===== src/rtl/cart_macros.svh =====
// Cartridge loader widths

`ifndef CART_MACROS_SVH
`define CART_MACROS_SVH

// Download stream
`define CART_ADDR_W       25    // Byte address from the loader
`define CART_DATA_W       16    // One word per write

// Console side address
`define CART_VA_HI        23    // Top bit of the word address
`define CART_MASK_LO      13    // Size mask covers 8 KB granules and up

// Bank mapper
`define CART_BANK_W       5     // 512 KB banks, 16 MB reach
`define CART_NUM_BANKS    8

// Region change settle window, counter width
`define CART_SETTLE_BITS  16

`endif


===== src/rtl/loader_pkg.sv =====
// Download stream constants

`default_nettype none

`include "cart_macros.svh"

package loader_pkg;

	////////////////////////////////////////
	// Stream index decode
	////////////////////////////////////////

	// Indexes 0 and 1 carry ROM images, compared on bits 5..0
	localparam logic [5:0] rom_index_max = 6'h01;

	// Set for a cartridge image, clear for a BIOS image
	localparam int cart_flag_bit = 6;

	////////////////////////////////////////
	// Cartridge header
	////////////////////////////////////////

	localparam logic [`CART_ADDR_W-1:0] hdr_region_addr = 'h1F0;   // Region letter word

	localparam logic [7:0] region_char_jp = "J";
	localparam logic [7:0] region_char_us = "U";   // Anything else means EU

endpackage

`default_nettype wire


===== src/rtl/cart_map_pkg.sv =====
// Cartridge mapping types

`default_nettype none

`include "cart_macros.svh"

package cart_map_pkg;

	// Console region, bit 1 doubles as the PAL flag
	typedef enum logic [1:0] {
		region_jp = 2'd0,
		region_us = 2'd1,
		region_eu = 2'd2
	} region_t;

	// One 512 KB bank number
	typedef logic [`CART_BANK_W-1:0] bank_t;

	////////////////////////////////////////
	// Mapper address fields
	////////////////////////////////////////

	// Register select on a page write
	localparam int page_sel_hi = 3;
	localparam int page_sel_lo = 1;

	// Bank select on a ROM read
	localparam int bank_sel_hi = 21;
	localparam int bank_sel_lo = 19;

	// Mask bits 23..22, any of them set means an image above 4 MB
	localparam logic [`CART_VA_HI:`CART_MASK_LO] big_rom_bits = 11'b110_0000_0000;

endpackage

`default_nettype wire


===== src/rtl/download_tracker.sv =====
// Download stream tracker

`timescale 1ns/100ps
`default_nettype none

`include "cart_macros.svh"

module download_tracker (
	input  wire                              clk_sys,
	input  wire                              reset,

	// Loader stream
	input  wire                              ioctl_download,
	input  wire [7:0]                        ioctl_index,
	input  wire                              ioctl_wr,
	input  wire [`CART_ADDR_W-1:0]           ioctl_addr,
	input  wire [`CART_DATA_W-1:0]           ioctl_data,

	output logic                             rom_download,
	output logic                             rom_cart_mode,
	output logic [`CART_VA_HI:`CART_MASK_LO] rom_mask,
	output cart_map_pkg::region_t            region_req
);

	logic rom_wr;
	logic cart_img;
	logic hdr_hit;

	////////////////////////////////////////
	// Stream decode
	////////////////////////////////////////

	// Index 0/1 is ROM, higher indexes belong to other loaders
	assign rom_download = ioctl_download & (ioctl_index[5:0] <= loader_pkg::rom_index_max);

	assign rom_wr   = rom_download & ioctl_wr;
	assign cart_img = ioctl_index[loader_pkg::cart_flag_bit];
	assign hdr_hit  = (ioctl_addr == loader_pkg::hdr_region_addr);

	////////////////////////////////////////
	// Cartridge mode and size mask
	////////////////////////////////////////

	always_ff @(posedge clk_sys) begin
		if (reset) begin
			rom_cart_mode <= 1'b0;
			rom_mask      <= '0;
		end else if (rom_wr) begin
			rom_cart_mode <= cart_img;    // Last ROM write wins
			if (cart_img) begin
				// First word of a new image restarts the mask
				if (ioctl_addr == '0)
					rom_mask <= '0;
				else
					rom_mask <= rom_mask | ioctl_addr[`CART_VA_HI:`CART_MASK_LO];
			end
		end
	end

	////////////////////////////////////////
	// Header region letter
	////////////////////////////////////////

	always_ff @(posedge clk_sys) begin
		if (reset) begin
			region_req <= cart_map_pkg::region_jp;
		end else if (rom_wr && hdr_hit) begin
			// Only the low byte of the header word matters
			if (ioctl_data[7:0] == loader_pkg::region_char_jp)
				region_req <= cart_map_pkg::region_jp;
			else if (ioctl_data[7:0] == loader_pkg::region_char_us)
				region_req <= cart_map_pkg::region_us;
			else
				region_req <= cart_map_pkg::region_eu;
		end
	end

endmodule

`default_nettype wire


===== src/rtl/region_ctrl.sv =====
// Region select and settle timer

`timescale 1ns/100ps
`default_nettype none

`include "cart_macros.svh"

module region_ctrl #(
	parameter int settle_bits = `CART_SETTLE_BITS
) (
	input  wire                          clk_sys,
	input  wire                          reset,
	input  cart_map_pkg::region_t        region_req,
	input  wire [1:0]                    region_override,  // 0 = auto from header
	output cart_map_pkg::region_t        region,
	output logic                         region_set
);

	cart_map_pkg::region_t    region_new;
	logic [settle_bits-1:0]   settle_cnt;

	// Operator override is offset by one, zero leaves the header choice
	always_comb begin
		if (region_override != 2'd0)
			region_new = cart_map_pkg::region_t'(region_override - 2'd1);
		else
			region_new = region_req;
	end

	////////////////////////////////////////
	// Active region and settle window
	////////////////////////////////////////

	always_ff @(posedge clk_sys) begin
		if (reset) begin
			region     <= cart_map_pkg::region_jp;
			settle_cnt <= '0;     // Window runs again out of reset
			region_set <= 1'b0;
		end else begin
			region <= region_new;

			// Saturating count, high until all ones
			region_set <= 1'b0;
			if (~&settle_cnt) begin
				settle_cnt <= settle_cnt + 1'b1;
				region_set <= 1'b1;
			end

			// Any change restarts the window from zero
			if (region != region_new)
				settle_cnt <= '0;
		end
	end

endmodule

`default_nettype wire


===== src/rtl/bank_mapper.sv =====
// Large ROM bank mapper

`timescale 1ns/100ps
`default_nettype none

`include "cart_macros.svh"

module bank_mapper (
	input  wire                             clk_sys,
	input  wire                             reset,
	input  wire                             rom_download,
	input  wire [`CART_VA_HI:`CART_MASK_LO] rom_mask,

	// Console bus
	input  wire [`CART_VA_HI:1]             gen_va,
	input  wire [`CART_DATA_W-1:0]          gen_vdo,
	input  wire                             gen_rnw,
	input  wire                             page_ce_n,

	output logic [`CART_VA_HI:1]            rom_va
);

	cart_map_pkg::bank_t  bank_regs [`CART_NUM_BANKS];
	logic                 page_ce_q;
	logic                 page_fall;
	logic [2:0]           page_sel;
	logic                 big_rom;
	logic                 bank_wr;

	////////////////////////////////////////
	// Page strobe decode
	////////////////////////////////////////

	assign page_fall = page_ce_q & ~page_ce_n;
	assign page_sel  = gen_va[cart_map_pkg::page_sel_hi:cart_map_pkg::page_sel_lo];
	assign big_rom   = |(rom_mask & cart_map_pkg::big_rom_bits);

	// Register 0 is fixed, images up to 4 MB never bank
	assign bank_wr = page_fall & ~gen_rnw & (page_sel != 3'd0) & big_rom;

	always_ff @(posedge clk_sys) begin
		if (reset)
			page_ce_q <= 1'b1;
		else
			page_ce_q <= page_ce_n;
	end

	////////////////////////////////////////
	// Bank registers
	////////////////////////////////////////

	always_ff @(posedge clk_sys) begin
		if (reset || rom_download) begin
			// Identity map, bank n at slot n
			for (int i = 0; i < `CART_NUM_BANKS; i++)
				bank_regs[i] <= cart_map_pkg::bank_t'(i);
		end else if (bank_wr) begin
			bank_regs[page_sel] <= gen_vdo[`CART_BANK_W-1:0];
		end
	end

	////////////////////////////////////////
	// ROM address
	////////////////////////////////////////

	// Bank from the top address bits, masked to the loaded image size
	assign rom_va = {bank_regs[gen_va[cart_map_pkg::bank_sel_hi:cart_map_pkg::bank_sel_lo]],
	                 gen_va[cart_map_pkg::bank_sel_lo-1:1]}
	              & {rom_mask, {(`CART_MASK_LO-1){1'b1}}};

endmodule

`default_nettype wire


===== src/rtl/cart_loader_top.sv =====
// Cartridge loader top level

`timescale 1ns/100ps
`default_nettype none

`include "cart_macros.svh"

module cart_loader_top #(
	parameter int settle_bits = `CART_SETTLE_BITS
) (
	input  wire                    clk_sys,
	input  wire                    reset,

	// Loader stream
	input  wire                    ioctl_download,
	input  wire [7:0]              ioctl_index,
	input  wire                    ioctl_wr,
	input  wire [`CART_ADDR_W-1:0] ioctl_addr,
	input  wire [`CART_DATA_W-1:0] ioctl_data,

	// Operator menu, 0 = auto
	input  wire [1:0]              region_override,

	// Console bus
	input  wire [`CART_VA_HI:1]    gen_va,
	input  wire [`CART_DATA_W-1:0] gen_vdo,
	input  wire                    gen_rnw,
	input  wire                    page_ce_n,

	output wire                    rom_download,
	output wire                    rom_cart_mode,
	output cart_map_pkg::region_t  region,
	output wire                    region_set,
	output wire [`CART_VA_HI:1]    rom_va
);

	wire [`CART_VA_HI:`CART_MASK_LO] rom_mask;
	cart_map_pkg::region_t           region_req;

	////////////////////////////////////////
	// Download side
	////////////////////////////////////////

	download_tracker u_download_tracker (
		.clk_sys        (clk_sys),
		.reset          (reset),
		.ioctl_download (ioctl_download),
		.ioctl_index    (ioctl_index),
		.ioctl_wr       (ioctl_wr),
		.ioctl_addr     (ioctl_addr),
		.ioctl_data     (ioctl_data),
		.rom_download   (rom_download),
		.rom_cart_mode  (rom_cart_mode),
		.rom_mask       (rom_mask),
		.region_req     (region_req)
	);

	region_ctrl #(
		.settle_bits (settle_bits)
	) u_region_ctrl (
		.clk_sys         (clk_sys),
		.reset           (reset),
		.region_req      (region_req),
		.region_override (region_override),
		.region          (region),
		.region_set      (region_set)
	);

	////////////////////////////////////////
	// Console side
	////////////////////////////////////////

	bank_mapper u_bank_mapper (
		.clk_sys      (clk_sys),
		.reset        (reset),
		.rom_download (rom_download),   // Fresh image means identity banks
		.rom_mask     (rom_mask),
		.gen_va       (gen_va),
		.gen_vdo      (gen_vdo),
		.gen_rnw      (gen_rnw),
		.page_ce_n    (page_ce_n),
		.rom_va       (rom_va)
	);

endmodule

`default_nettype wire


===== config.mk =====
export PLATFORM = sky130hd
export DESIGN_NAME = cart_loader_top
export DESIGN_NICKNAME = d
export VERILOG_FILES = /design/src/rtl/loader_pkg.sv /design/src/rtl/cart_map_pkg.sv /design/src/rtl/download_tracker.sv /design/src/rtl/region_ctrl.sv /design/src/rtl/bank_mapper.sv /design/src/rtl/cart_loader_top.sv
export VERILOG_INCLUDE_DIRS = /design/src /design/src/rtl
export SDC_FILE = /design/constraint.sdc
export NUM_CORES = 1
export LEC_CHECK = 0
export BUFFER_PORTS_ARGS = -buffer_cell sky130_fd_sc_hd__buf_2
export CAP_MARGIN = 20
export CORE_ASPECT_RATIO = 0.9
export CORE_MARGIN = 2
export CORE_UTILIZATION = 50
export DETAILED_ROUTE_END_ITERATION = 16
export GPL_ROUTABILITY_DRIVEN = 1
export MAX_ROUTING_LAYER = met4
export PLACE_DENSITY = 0.87
export SYNTH_ARGS = -nofsm -noshare
export SYNTH_HDL_FRONTEND = slang
export SYNTH_SLANG_ARGS = --single-unit

===== constraint.sdc =====
create_clock -name clk_sys -period 3 [get_ports clk_sys]
set_input_delay 0.3 -clock clk_sys [delete_from_list [all_inputs] [get_ports clk_sys]]
set_output_delay 0.3 -clock clk_sys [all_outputs]
set_load 0.05 [all_outputs]

==> metrics <==
Worst setup EP type flip-flop; # diodes 0; Syn Area/Cell 10.98 µm²; slew margin rel. 0.4113; Async SR Flop Fraction 0; Post-CTS Resized 0; critical path's largest stage delay 0.84 ns; worst slew pin tran 0.8708 ns; vias in the first global route 2624; final number of max-transition violations 0; Synth Flop Type edfxtp_1; Slowest-stage cell, CP nor4b_1; GRT Total Usage 0.2053; Longest Clk Path Bufs 2; largest net degree at the start of global routing 17; CTS Buf Count 9; Layout Nets 500; H-tree levels 3; Netlist cell types 49; iteration count of the initial detailed-routing pass 4; DP HPWL 5527 µm; share of layout cells above drive strength 1 0.3015; Mapped Cells 324; first-pass GRT wire length 12030 µm; Final setup viols 0; root buf cell clkbuf_8; P per Cell Area 501.3 nW/µm²; Fmax 468.2 MHz; Buf/Inv on CP 0; ANT nets after route 0; chip height 84.01 µm; Sink Count 74; sequential share of the synthesized area 0.5292; overall die area 7804 µm²; Final Critical Period 2.136 ns; Peak supply drop 0.3276 mV; row cnt 29; CTS tree done; RePlAce Congestion 0.7742; Seq cells post-synth 74; Chip Width 92.90 µm; Core Area 6967 µm²; critical path startpoint category flip-flop; Vias 2677; DRT iter0 DRCs 143; WP data required 3.04 ns; max_cap viols 0; kind of cell adding the most delay to the critical path simple AND/OR/NAND/NOR gates; starting density of the core 0.5104; clk slew on worst S/H paths 0.09 ns; RSZ-0062 raised after global routing no; Critical Path, Cell by Cell o211ai_1 > nor4b_1 > nand2b_1; Design Power 0.002116 W; status finished, final reports clean; clock latency on the worst-skew pair 0.35 ns; IO Count 124; period utilization 0.7120; Setup Skew 0.009371 ns; Setup Fix Bufs, Post-CTS 0; critical path type flip-flop to flip-flop; antenna violations before repair 0; DR WL/cell 14.89 µm; Lkg Pwr 1.624 nW; grt ovf 0; Routed WL 7458 µm; hold crit path type input pin to flip-flop; Layout area overhead 18.72%; Final TNS setup 0 ns; Post-synth EDFFs 40; Arr. time, crit path 2.18 ns; port bufs 82; synthesized area 3556 µm²; DRC viols 0; final core occ 0.6060; hold buffer count at cts 0; Via density 5.343; Final Hold Fails 0; worst-path fanout max 7; Synth warnings 0
[state kept, by name, indices dropped and copies added, names as in the netlist]
name,count
u_region_ctrl.region_set,1
u_region_ctrl.region,2
u_bank_mapper.bank_regs,40
u_download_tracker.rom_mask,11
u_bank_mapper.page_ce_q,1
u_download_tracker.rom_cart_mode,1
u_region_ctrl.settle_cnt,16
u_download_tracker.region_req,2
[kinds of logic (layout without fill, tap and decap cells)]
logic type               after synthesis  count (layout)  synth area share
adder cells (fa/ha/maj)                1               1          0.003518
multiplexers                          21              21           0.09465
AO/OA/AOI/OAI                         38              38           0.06474
flip-flops                            74              74            0.5292
AND/OR/NAND/NOR                      155             155            0.2512
buffers and inverters                 30             110           0.04574
other                                  1               5          0.001055
XOR/XNOR                               4               4          0.009854
[synthesized netlist by cell type, types with 5 or more instances]
cell / n / area share
edfxtp_1: 40 / 0.34
nor2_1: 36 / 0.038
dfxtp_1: 34 / 0.19
and2_1: 25 / 0.044
a21oi_1: 20 / 0.028
nand2_1: 16 / 0.017
buf_4: 12 / 0.025
mux2i_1: 10 / 0.028
mux4_2: 10 / 0.063
nand2b_1: 10 / 0.018
nor4_1: 10 / 0.018
inv_1: 9 / 0.0095
nand3_1: 9 / 0.013
nor2b_1: 8 / 0.014
nor3_1: 7 / 0.0099
or4_1: 7 / 0.015
or2_2: 5 / 0.0088
[path summary, 6_finish.rpt]
kind	slack, ns	cells past startpoint	end	startpoint
hold / removal	0.15	2	u_bank_mapper.page_ce_q	page_ce_n
hold reg to reg	0.46	2	u_download_tracker.rom_mask[17]	u_download_tracker.rom_mask[17]
setup / recovery	0.86	3	u_bank_mapper.bank_regs[5][1]	u_download_tracker.rom_mask[22]
setup reg to reg	0.86	3	u_bank_mapper.bank_regs[5][1]	u_download_tracker.rom_mask[22]
[metal layers]
layer | track usage | routed length (µm) | part of all wire | vias to the layer above
li1 | - | - | - | 1324
met5 | - | 0 | 0 | -
met3 | 0.06685 | 393 | 0.053 | 11
met4 | 0.05749 | 78 | 0.010 | 0
met1 | 0.2336 | 3189 | 0.43 | 1276
met2 | 0.3478 | 3797 | 0.51 | 66
[power by group]
| part | internal (W) | leakage, nW | total [W] | switching [W] |
|---|---|---|---|---|
| logic | 0.0000704 | 0.863 | 0.000161 | 0.0000910 |
| registers | 0.00109 | 0.644 | 0.00110 | 0.00000973 |
| clock network | 0.000469 | 0.117 | 0.000859 | 0.000390 |
[layout make-up]
| cell class | count | area [µm²] |
|---|---|---|
| Clock inverter | 5 | 67.56 |
| Inverter | 9 | 33.78 |
| Sequential cell | 74 | 1882 |
| Multi-Input combinational cell | 224 | 1526 |
| Timing Repair Buffer | 85 | 432.9 |
| Fill cell | 576 | 2745 |
| Clock buffer | 11 | 162.7 |
| Tap cell | 93 | 116.4 |
[placed cells by master, fill, tap and decap left out, types with 2 or more instances in the layout]
cell type  count
a211oi_1       3
buf_2         82
inv_1          9
nor4bb_1       3
dfxtp_1       34
conb_1         5
or2_2          5
o31ai_1        3
or4_1          7
mux2i_1       10
buf_4          3
a21oi_1       20
nor3_1         7
nand2_1       16
nor2b_1        8
or3_1          2
o21a_1         2
o211ai_1       2
and2_1        25
nor2_1        36
and3_1         3
xor2_1         2
o21ai_0        4
clkbuf_8      10
mux4_2        10
edfxtp_1      40
nand3_1        9
nor4_1        10
xnor2_1        2
nand2b_1      10
clkinv_4       2
nand4_1        3
[per-stage QoR]
stage,setup slack (ns),hold slack (ns),instances,instance area (µm²)
after floorplan,0.7042,0.4066,328,3571
after detailed placement,0.7316,0.4521,485,3991
final,0.8640,0.1472,501,4222
after global routing,0.7182,0.1469,501,4222
after global placement,0.7896,0.4405,485,3991
after CTS,0.8683,0.1346,501,4222
Power figures use the tool's default switching activity.
